<file path="src/hw/bar_pkg.sv">
package bar_pkg;

    localparam int BAR_ADDR_W   = 16;
    localparam int BAR_OFFSET_W = 11;
    localparam int BAR_WORD_W   = 32;
    localparam int DMA_ADDR_W   = 64;
    localparam int XFER_LEN_W   = 16;
    // length as seen on the dma side ports
    localparam int PORT_LEN_W   = 11;

    typedef logic [BAR_ADDR_W-1:0]   bar_addr_t;
    typedef logic [BAR_OFFSET_W-1:0] bar_offset_t;
    typedef logic [BAR_WORD_W-1:0]   bar_word_t;
    typedef logic [DMA_ADDR_W-1:0]   dma_addr_t;
    typedef logic [XFER_LEN_W-1:0]   xfer_len_t;

    // space taken from host address bits 15:13
    typedef enum logic [2:0] {
        SPACE_CTRL  = 3'b000,
        SPACE_TOD   = 3'b001,
        SPACE_M6XUP = 3'b010,
        SPACE_M6XDN = 3'b011
    } space_sel_t;

    localparam bar_offset_t TEST1              = 11'h000;
    localparam bar_offset_t TEST2              = 11'h004;
    localparam bar_offset_t PCIE_RST           = 11'h008;
    localparam bar_offset_t FPGA_VER           = 11'h010;
    localparam bar_offset_t CLR_DMA_SET        = 11'h014;
    localparam bar_offset_t DMA_WRLEN          = 11'h01C;
    localparam bar_offset_t DMA_RDLEN          = 11'h024;
    localparam bar_offset_t DMA_START          = 11'h028;
    localparam bar_offset_t CLR_DMA_FLAG       = 11'h02C;
    localparam bar_offset_t ETHUP_BYTE_CNT     = 11'h030;
    localparam bar_offset_t ETHUP_BYTE_CNT_CLR = 11'h034;
    localparam bar_offset_t DMAWR_ADD_LO       = 11'h038;
    localparam bar_offset_t DMAWR_ADD_HI       = 11'h03C;
    localparam bar_offset_t DMARD_ADD_LO       = 11'h040;
    localparam bar_offset_t DMARD_ADD_HI       = 11'h044;
    localparam bar_offset_t MSI_MASK           = 11'h048;

    localparam bar_word_t  TEST1_INIT = 32'hAAAA_AAAA;
    localparam bar_word_t  TEST2_INIT = 32'h5555_5555;
    // {uart_rx, pps1, pulse, eth}
    localparam logic [3:0] MASK_INIT  = 4'b1000;

    typedef struct packed {
        logic        valid;
        bar_offset_t offset;
        bar_word_t   data;
    } bar_wr_cmd_t;

    typedef struct packed {
        bar_word_t   test1;
        bar_word_t   test2;
        dma_addr_t   wr_base;
        dma_addr_t   rd_base;
        bar_word_t   rd_len;
        logic [3:0]  msi_mask;
        logic        wr_start;
        logic        rd_start;
        logic        clr_eth;
        logic        pcie_rst;
    } ctrl_view_t;

    typedef struct packed {
        logic        wrdone;
        logic        rddone;
        xfer_len_t   up_len;
    } dma_status_t;

    localparam ctrl_view_t CTRL_DEFAULT = '{
        test1    : TEST1_INIT,
        test2    : TEST2_INIT,
        wr_base  : '0,
        rd_base  : '0,
        rd_len   : '0,
        msi_mask : MASK_INIT,
        wr_start : 1'b0,
        rd_start : 1'b0,
        clr_eth  : 1'b0,
        pcie_rst : 1'b0
    };

endpackage

</file>
<file path="src/hw/bar_access_decode.sv">
`timescale 1ns/1ps

module bar_access_decode
    import bar_pkg::*;
(
    input  logic        user_clk,
    input  logic        user_reset,
    input  bar_addr_t   wr_io_add,
    input  bar_word_t   wr_io_dat,
    input  logic        wr_io_en,
    input  logic        rd_req,
    input  bar_addr_t   rd_add,
    output bar_wr_cmd_t wr_cmd,
    output bar_offset_t rd_offset,
    output logic        rd_ctrl_hit
);

    bar_addr_t  wr_add_r;
    bar_word_t  wr_dat_r;
    logic [1:0] wr_en_r;
    logic       wr_edge;
    space_sel_t wr_space;

    bar_addr_t  rd_add_r;
    logic [2:0] rd_req_r;
    logic       rd_edge;
    space_sel_t rd_space;

    // host holds address and data while the enable is high
    always_ff @(posedge user_clk) begin
        wr_add_r <= wr_io_add;
        wr_dat_r <= wr_io_dat;
        rd_add_r <= rd_add;
    end

    always_ff @(posedge user_clk) begin
        if (user_reset) begin
            wr_en_r  <= 2'b00;
            rd_req_r <= 3'b000;
        end else begin
            wr_en_r  <= {wr_en_r[0], wr_io_en};
            rd_req_r <= {rd_req_r[1:0], rd_req};
        end
    end

    assign wr_edge  = wr_en_r[0] & ~wr_en_r[1];
    assign rd_edge  = rd_req_r[1] & ~rd_req_r[2];
    assign wr_space = space_sel_t'(wr_add_r[15:13]);
    assign rd_space = space_sel_t'(rd_add_r[15:13]);

    // one command per enable edge in the control space
    always_ff @(posedge user_clk) begin
        if (user_reset) begin
            wr_cmd.valid <= 1'b0;
        end else begin
            wr_cmd.valid <= wr_edge && (wr_space == SPACE_CTRL);
        end
        wr_cmd.offset <= wr_add_r[10:0];
        wr_cmd.data   <= wr_dat_r;
    end

    // held until the next request edge
    always_ff @(posedge user_clk) begin
        if (user_reset) begin
            rd_offset   <= '0;
            rd_ctrl_hit <= 1'b0;
        end else if (rd_edge) begin
            rd_offset   <= rd_add_r[10:0];
            rd_ctrl_hit <= (rd_space == SPACE_CTRL);
        end
    end

    a_single_wr_cmd : assert property (
        @(posedge user_clk) disable iff (user_reset)
        wr_cmd.valid |=> !wr_cmd.valid
    );

endmodule

</file>
<file path="src/hw/bar_control_regs.sv">
`timescale 1ns/1ps

module bar_control_regs
    import bar_pkg::*;
(
    input  logic        user_clk,
    input  logic        user_reset,
    input  bar_wr_cmd_t wr_cmd,
    output ctrl_view_t  view,
    output logic [1:0]  clr_done,
    output logic        clr_eth,
    output logic        dma_wr_start,
    output logic        dma_rd_start,
    output logic        pcie_reset
);

    ctrl_view_t regs;
    logic       clr_settings;
    logic [1:0] clr_set_d;
    logic       soft_clr;
    logic [3:0] pcie_rst_d;
    logic       start_both;

    // soft clear fires on the rising edge of the settings bit
    always_ff @(posedge user_clk) begin
        if (user_reset) begin
            clr_set_d <= 2'b00;
        end else begin
            clr_set_d <= {clr_set_d[0], clr_settings};
        end
    end

    assign soft_clr = clr_set_d[0] & ~clr_set_d[1];

    // bits 0 and 8 together start nothing
    assign start_both = wr_cmd.data[0] & wr_cmd.data[8];

    always_ff @(posedge user_clk) begin
        if (user_reset || soft_clr) begin
            regs         <= CTRL_DEFAULT;
            clr_settings <= 1'b0;
            clr_done     <= 2'b00;
        end else begin
            // start and done-clear only live for one cycle
            regs.wr_start <= 1'b0;
            regs.rd_start <= 1'b0;
            clr_done      <= 2'b00;
            if (wr_cmd.valid) begin
                case (wr_cmd.offset)
                    TEST1: begin
                        regs.test1 <= wr_cmd.data;
                    end
                    TEST2: begin
                        regs.test2 <= wr_cmd.data;
                    end
                    PCIE_RST: begin
                        regs.pcie_rst <= wr_cmd.data[0];
                    end
                    CLR_DMA_SET: begin
                        clr_settings <= wr_cmd.data[0];
                    end
                    DMAWR_ADD_LO: begin
                        regs.wr_base[31:0] <= wr_cmd.data;
                    end
                    DMAWR_ADD_HI: begin
                        regs.wr_base[63:32] <= wr_cmd.data;
                    end
                    DMARD_ADD_LO: begin
                        regs.rd_base[31:0] <= wr_cmd.data;
                    end
                    DMARD_ADD_HI: begin
                        regs.rd_base[63:32] <= wr_cmd.data;
                    end
                    DMA_RDLEN: begin
                        regs.rd_len <= wr_cmd.data;
                    end
                    DMA_START: begin
                        if (!start_both) begin
                            regs.wr_start <= wr_cmd.data[0];
                            regs.rd_start <= wr_cmd.data[8];
                        end
                    end
                    CLR_DMA_FLAG: begin
                        clr_done <= {wr_cmd.data[8], wr_cmd.data[0]};
                    end
                    ETHUP_BYTE_CNT_CLR: begin
                        regs.clr_eth <= wr_cmd.data[0];
                    end
                    MSI_MASK: begin
                        regs.msi_mask <= wr_cmd.data[3:0];
                    end
                    default: begin
                    end
                endcase
            end
        end
    end

    // pcie reset fires once the bit has fallen through the delay line
    always_ff @(posedge user_clk) begin
        if (user_reset) begin
            pcie_rst_d <= 4'b0000;
        end else begin
            pcie_rst_d <= {pcie_rst_d[2:0], regs.pcie_rst};
        end
    end

    assign pcie_reset   = pcie_rst_d[3] & ~pcie_rst_d[2];

    assign view         = regs;
    assign clr_eth      = regs.clr_eth;
    assign dma_wr_start = regs.wr_start;
    assign dma_rd_start = regs.rd_start;

    a_start_exclusive : assert property (
        @(posedge user_clk) disable iff (user_reset)
        !(dma_wr_start && dma_rd_start)
    );

endmodule

</file>
<file path="src/hw/dma_status_track.sv">
`timescale 1ns/1ps

module dma_status_track
    import bar_pkg::*;
(
    input  logic                  user_clk,
    input  logic                  user_reset,
    input  logic                  dma_wrdone,
    input  logic                  dma_rddone,
    input  logic [1:0]            clr_done,
    input  logic                  clr_eth,
    input  logic                  upstream_start,
    input  logic [PORT_LEN_W-1:0] upstream_len,
    output dma_status_t           status
);

    // index 0 is write-done, 1 is read-done
    logic [2:0][1:0] done_sync;
    logic [1:0]      done_set;
    logic [1:0]      done_flag;

    // eth clear rides along as bit 2
    logic [1:0][2:0] clr_sr;
    logic [2:0]      clr_p;

    logic [3:0]      start_d;
    xfer_len_t       len_d1;
    xfer_len_t       len_d2;
    xfer_len_t       up_len;

    always_ff @(posedge user_clk) begin
        if (user_reset) begin
            done_sync <= '0;
            clr_sr    <= '0;
            start_d   <= 4'b0000;
        end else begin
            done_sync <= {done_sync[1:0], {dma_rddone, dma_wrdone}};
            clr_sr    <= {clr_sr[0], {clr_eth, clr_done}};
            start_d   <= {start_d[2:0], upstream_start};
        end
    end

    assign done_set = done_sync[1] & ~done_sync[2];
    assign clr_p    = clr_sr[0] & ~clr_sr[1];

    // sticky flags where a clear wins over a same-cycle set
    always_ff @(posedge user_clk) begin
        if (user_reset) begin
            done_flag <= 2'b11;
        end else begin
            done_flag <= (done_flag | done_set) & ~clr_p[1:0];
        end
    end

    always_ff @(posedge user_clk) begin
        len_d1 <= xfer_len_t'(upstream_len);
        len_d2 <= len_d1;
    end

    always_ff @(posedge user_clk) begin
        if (user_reset) begin
            up_len <= '0;
        end else if (start_d[2] & ~start_d[3]) begin
            up_len <= len_d2;
        end else if (clr_p[2]) begin
            up_len <= '0;
        end
    end

    assign status.wrdone = done_flag[0];
    assign status.rddone = done_flag[1];
    assign status.up_len = up_len;

endmodule

</file>
<file path="src/hw/bar_readback.sv">
`timescale 1ns/1ps

module bar_readback
    import bar_pkg::*;
#(
    parameter logic [15:0] FPGA_VER_HI = 16'h0000,
    parameter logic [15:0] FPGA_VER_LO = 16'h0001
) (
    input  logic        user_clk,
    input  logic        user_reset,
    input  bar_offset_t rd_offset,
    input  logic        rd_ctrl_hit,
    input  ctrl_view_t  view,
    input  dma_status_t status,
    output bar_word_t   rd_dat
);

    bar_word_t rd_dat_r;
    bar_word_t sel_word;

    always_comb begin
        sel_word = '0;
        if (rd_ctrl_hit) begin
            case (rd_offset)
                TEST1:              sel_word = ~view.test1;
                TEST2:              sel_word = ~view.test2;
                PCIE_RST:           sel_word = {31'h0, view.pcie_rst};
                FPGA_VER:           sel_word = {FPGA_VER_HI, FPGA_VER_LO};
                DMAWR_ADD_LO:       sel_word = view.wr_base[31:0];
                DMAWR_ADD_HI:       sel_word = view.wr_base[63:32];
                DMARD_ADD_LO:       sel_word = view.rd_base[31:0];
                DMARD_ADD_HI:       sel_word = view.rd_base[63:32];
                // length and length plus header
                DMA_WRLEN:          sel_word = {status.up_len, status.up_len + 16'd16};
                DMA_RDLEN:          sel_word = view.rd_len;
                DMA_START:          sel_word = {23'h0, view.rd_start, 7'h0, view.wr_start};
                CLR_DMA_FLAG:       sel_word = {23'h0, status.rddone, 7'h0, status.wrdone};
                ETHUP_BYTE_CNT:     sel_word = {16'h0, status.up_len};
                ETHUP_BYTE_CNT_CLR: sel_word = {31'h0, view.clr_eth};
                MSI_MASK:           sel_word = {28'h0, view.msi_mask};
                default:            sel_word = '0;
            endcase
        end
    end

    // re-registered every cycle so reads track register changes
    always_ff @(posedge user_clk) begin
        if (user_reset) begin
            rd_dat_r <= '0;
        end else begin
            rd_dat_r <= sel_word;
        end
    end

    // host sees the word byte-reversed
    assign rd_dat = {rd_dat_r[7:0], rd_dat_r[15:8], rd_dat_r[23:16], rd_dat_r[31:24]};

endmodule

</file>
<file path="src/hw/bar_space_top.sv">
`timescale 1ns/1ps

module bar_space_top
    import bar_pkg::*;
#(
    parameter logic [15:0] FPGA_VER_HI = 16'h0000,
    parameter logic [15:0] FPGA_VER_LO = 16'h0001
) (
    input  logic                  user_clk,
    input  logic                  user_reset,
    input  bar_addr_t             wr_io_add,
    input  bar_word_t             wr_io_dat,
    input  logic                  wr_io_en,
    input  logic                  rd_req,
    input  bar_addr_t             rd_add,
    output bar_word_t             rd_dat,
    input  logic                  upstream_start,
    input  logic [PORT_LEN_W-1:0] upstream_len,
    output logic [PORT_LEN_W-1:0] downstream_len,
    output dma_addr_t             dma_wr_base,
    output dma_addr_t             dma_rd_base,
    output logic                  dma_wr_start,
    output logic                  dma_rd_start,
    input  logic                  dma_wrdone,
    input  logic                  dma_rddone,
    output logic                  dma_upstream_flag,
    output logic                  pulse_int_mask,
    output logic                  eth_int_mask,
    output logic                  pps1_mask,
    output logic                  m6x_uart_rx_mask,
    output logic                  pcie_reset
);

    bar_wr_cmd_t wr_cmd;
    bar_offset_t rd_offset;
    logic        rd_ctrl_hit;
    ctrl_view_t  view;
    dma_status_t status;
    logic [1:0]  clr_done;
    logic        clr_eth;

    bar_access_decode u_decode (
        .user_clk    (user_clk),
        .user_reset  (user_reset),
        .wr_io_add   (wr_io_add),
        .wr_io_dat   (wr_io_dat),
        .wr_io_en    (wr_io_en),
        .rd_req      (rd_req),
        .rd_add      (rd_add),
        .wr_cmd      (wr_cmd),
        .rd_offset   (rd_offset),
        .rd_ctrl_hit (rd_ctrl_hit)
    );

    bar_control_regs u_ctrl (
        .user_clk     (user_clk),
        .user_reset   (user_reset),
        .wr_cmd       (wr_cmd),
        .view         (view),
        .clr_done     (clr_done),
        .clr_eth      (clr_eth),
        .dma_wr_start (dma_wr_start),
        .dma_rd_start (dma_rd_start),
        .pcie_reset   (pcie_reset)
    );

    dma_status_track u_status (
        .user_clk       (user_clk),
        .user_reset     (user_reset),
        .dma_wrdone     (dma_wrdone),
        .dma_rddone     (dma_rddone),
        .clr_done       (clr_done),
        .clr_eth        (clr_eth),
        .upstream_start (upstream_start),
        .upstream_len   (upstream_len),
        .status         (status)
    );

    bar_readback #(
        .FPGA_VER_HI (FPGA_VER_HI),
        .FPGA_VER_LO (FPGA_VER_LO)
    ) u_readback (
        .user_clk    (user_clk),
        .user_reset  (user_reset),
        .rd_offset   (rd_offset),
        .rd_ctrl_hit (rd_ctrl_hit),
        .view        (view),
        .status      (status),
        .rd_dat      (rd_dat)
    );

    assign downstream_len    = view.rd_len[PORT_LEN_W-1:0];
    assign dma_wr_base       = view.wr_base;
    assign dma_rd_base       = view.rd_base;
    assign dma_upstream_flag = status.wrdone;

    // mask bits are {uart_rx, pps1, pulse, eth}
    assign m6x_uart_rx_mask  = view.msi_mask[3];
    assign pps1_mask         = view.msi_mask[2];
    assign pulse_int_mask    = view.msi_mask[1];
    assign eth_int_mask      = view.msi_mask[0];

endmodule

</file>
<file path="config.mk">
export PLATFORM = sky130hd
export DESIGN_NAME = bar_space_top
export DESIGN_NICKNAME = d
export VERILOG_FILES = /design/src/hw/bar_pkg.sv /design/src/hw/bar_access_decode.sv /design/src/hw/bar_control_regs.sv /design/src/hw/dma_status_track.sv /design/src/hw/bar_readback.sv /design/src/hw/bar_space_top.sv
export SDC_FILE = /design/constraint.sdc
export NUM_CORES = 1
export LEC_CHECK = 0
export BUFFER_PORTS_ARGS = -buffer_cell sky130_fd_sc_hd__clkbuf_2
export CAP_MARGIN = 20
export CELL_PAD_IN_SITES_DETAIL_PLACEMENT = 1
export CELL_PAD_IN_SITES_GLOBAL_PLACEMENT = 1
export CORE_MARGIN = 4
export CORE_UTILIZATION = 38
export CTS_CLUSTER_DIAMETER = 40
export DETAILED_ROUTE_END_ITERATION = 12
export GPL_ROUTABILITY_DRIVEN = 0
export GPL_TIMING_DRIVEN = 0
export PLACE_DENSITY = 0.78
export SLEW_MARGIN = 30
export SYNTH_ARGS = -nofsm -noshare
export SYNTH_HDL_FRONTEND = slang
export SYNTH_SLANG_ARGS = --single-unit
</file>
<file path="constraint.sdc">
create_clock -name user_clk -period 2.13 [get_ports user_clk]
set_clock_uncertainty 0.05 [all_clocks]
set_input_delay 0.426 -clock user_clk [delete_from_list [all_inputs] [get_ports user_clk]]
set_output_delay 0.426 -clock user_clk [all_outputs]
set_load 0.05 [all_outputs]
</file>
==> results.toml <==
[run_status]
status = "finished with violations"
violations = "negative setup slack"

[yosys]
synth_area_leaders = "dfxtp_1 (55%), nand2_1 (12%), a21oi_1 (7.9%)"
ys_ff_latch = 445
ys_warn_count = 0
synth_top_area_frac = 0.547
synth_flop_cell = "dfxtp_1"
synth_largest_area_cell = "dfxtp_1"
netlist_instances = 1893
ys_seq_area_frac = 0.547
yosysMostFrequentCell = "nand2_1"
synth-edff-count = 0
postSynthAreaPerCell_um2 = 8.61
synth_area_mm2 = 0.0163
synthTopCellsByCount = "nand2_1 (509), dfxtp_1 (445), a21oi_1 (257)"
synthDistinctLibCells = 60
synth_nets = 1976
ys_async_sr_fraction = 0

[power]
p_leak_nw = 9.39
pwr_density_cell_mw_per_mm2 = 968
vdd_drop_max_mv = 0.752

[grt]
grt_pass1_wl_um = 109000
globalRouteOverflowTotal = 0
grt.total_usage = 0.308
grt_max_degree = 14
first_global_vias = 17270
grt_antenna_before_repair = 2

[floorplan]
die_x_um = 215
rows = 75
die_h_um = 215
start_util = 0.387
io_pins = 261
die_area_mm2 = 0.0463
core-area_mm2 = 0.0421

[route]
vias = 16684
routed_wl_um = 75900
drc_errors = 0
drt.antenna.violating_nets = 0
drt_iter0_drc = 1805
wire_per_inst_um = 25.8
dr.pass1.iters = 6
vias_per_cell = 5.68

[setup_path]
critPathRequiredTime_ps = 2590
crit_chain = "or3_4 -> nor3_4 -> and3_4 -> buf_4 -> a22oi_1 -> a31oi_4"
worst-path-max-fanout = 10
setup.worst_path.start_class = "flip-flop"
cp_num_buf_inv = 1
cp_top_family = "simple AND/OR/NAND/NOR gates"
critical_path_class = "reg -> reg"
cp-end-kind = "flip-flop"
cp.arrival_ps = 2730
crit_slowest_cell = "or3_4"
max_stage_delay_ps = 470

[place]
place_hpwl_um = 48800
pre_cts_ws_ps = -1250
post_dp_cell_area_mm2 = 0.0183
place.port_buffers = 255
dp_cells = 2688

[timing]
post-route-period-util = 1.07
period_needed_ps = 2280
relSlewSlack = 0.379
hold_viol_final = 0
worstMarginPinSlew_ps = 931
fmax_mhz = 439
rsz0062_at_grt = "true"
hold_slack_ps = 165
tns_ps = -1340
setup_viol = 30
slew_violations = 0
fin_ws_ps = -146

[final_layout]
fillers = 4773
syn_to_final_growth_pct = 42.2
final_cells = 2938
drive_above_1_share = 0.335
design_area_mm2 = 0.0232
antenna_cells = 0
finalNetCount = 2420

[min_path]
hp-class = "in -> reg"

[clocking]
cts-root-buf = "clkbuf_16"
cts_sinks = 445
clkTransAtPathRegs_ps = 60
ctsLongestPathBuffers = 3
cts_made_buffers = 74
clkLatencyLatePin_ps = 630
cts_tree = "yes"
cts_max_level = 3

[job]
drv_cap = 0
==> layout make-up <==
class,count,area [µm²],area share
plain buffers,251,1820,0.0787
clock buffers,87,2000,0.0864
clock inverters,51,627,0.0271
inverters,6,22.5,0.000972
multi-input cells,1174,6530,0.282
flip-flops and latches,445,8920,0.385
well taps,539,674,0.0291
repair buffers,385,2570,0.111
==> per-layer routing <==
layer / part of all wire / track usage / wire length (µm)
met4: 0.064 / 0.175 / 4890
met5: 0.00033 / 0 / 25
met1: 0.38 / 0.373 / 28600
met3: 0.10 / 0.0901 / 7930
met2: 0.45 / 0.491 / 34400
==> flip-flops by register name, summed over array words and instances (netlist names), 3 cells and up <==
register and count:
u_readback.rd_dat_r 32, u_decode.wr_dat_r 32, u_ctrl.pcie_rst_d 4, u_status.up_len 11, u_status.done_sync 6, u_status.start_d 4, u_decode.rd_req_r 3, u_status.len_d2 11
u_decode.rd_add_r 14, u_ctrl.view 229, u_status.len_d1 11, u_status.clr_sr 6, u_decode.wr_cmd 44, u_decode.wr_add_r 14, u_decode.rd_offset 11
==> report_power, final <==
part           internal (W)  total, W  switching (W)  leakage, nW
registers           0.00848   0.00865       0.000165         3.64
logic              0.000460   0.00114       0.000683         4.48
clock network       0.00798    0.0126        0.00466         1.26
total                0.0169    0.0224        0.00551         9.39
==> stage by stage <==
stage / util / total power (W)
after detailed placement: 0.434 / 0.00948
after CTS: 0.537 / 0.0223
final: 0.550 / 0.0224
after floorplan: - / 0.00908
after global placement: 0.433 / 0.00946
after global routing: 0.550 / 0.0230
==> final timing paths <==
kind,from,endpoint,slack (ps),cells after the start
worst max register to register,u_decode.rd_offset[10],u_readback.rd_dat_r[27],-150,6
worst min register to register,u_decode.wr_dat_r[20],u_decode.wr_cmd[20],260,0
worst max-delay path,u_decode.rd_offset[10],u_readback.rd_dat_r[27],-150,6
worst min-delay path,user_reset,u_ctrl.pcie_rst_d[3],170,2
==> what timing repair did <==
action                                  4_1_cts  5_1_grt
cloned                                        1        1
pin swaps                                    25       31
hold buffers                                 76        0
endpoints found under the hold margin        76        0
endpoints found under the setup margin      256      226
buffers inserted                             31       20
resized for setup                           236      121
==> kinds of logic after synthesis <==
| logic type | after synthesis | synth area share |
|---|---|---|
| AOI/OAI and AO/OA | 416 | 0.148 |
| xor gates and xnor gates | 6 | 0.00322 |
| adders and majority gates | 1 | 0.000768 |
| buffers and inverters | 274 | 0.0967 |
| DFF | 445 | 0.547 |
| muxes | 22 | 0.0143 |
| and+or+nand+nor | 729 | 0.190 |
==> placed cells by master, fill, tap and decap left out, types with 47 or more instances in the layout <==
cell type | synthesis | layout
nand3_1 | 54 | 54
clkbuf_2 | 3 | 287
nor2_1 | 64 | 47
nand2_1 | 509 | 503
dlygate4sd3_1 | 0 | 76
a21oi_1 | 257 | 234
clkbuf_16 | 0 | 77
buf_4 | 139 | 192
a22oi_1 | 53 | 53
dfxtp_1 | 445 | 439
Note: power is estimated with default switching activity, not from simulation.
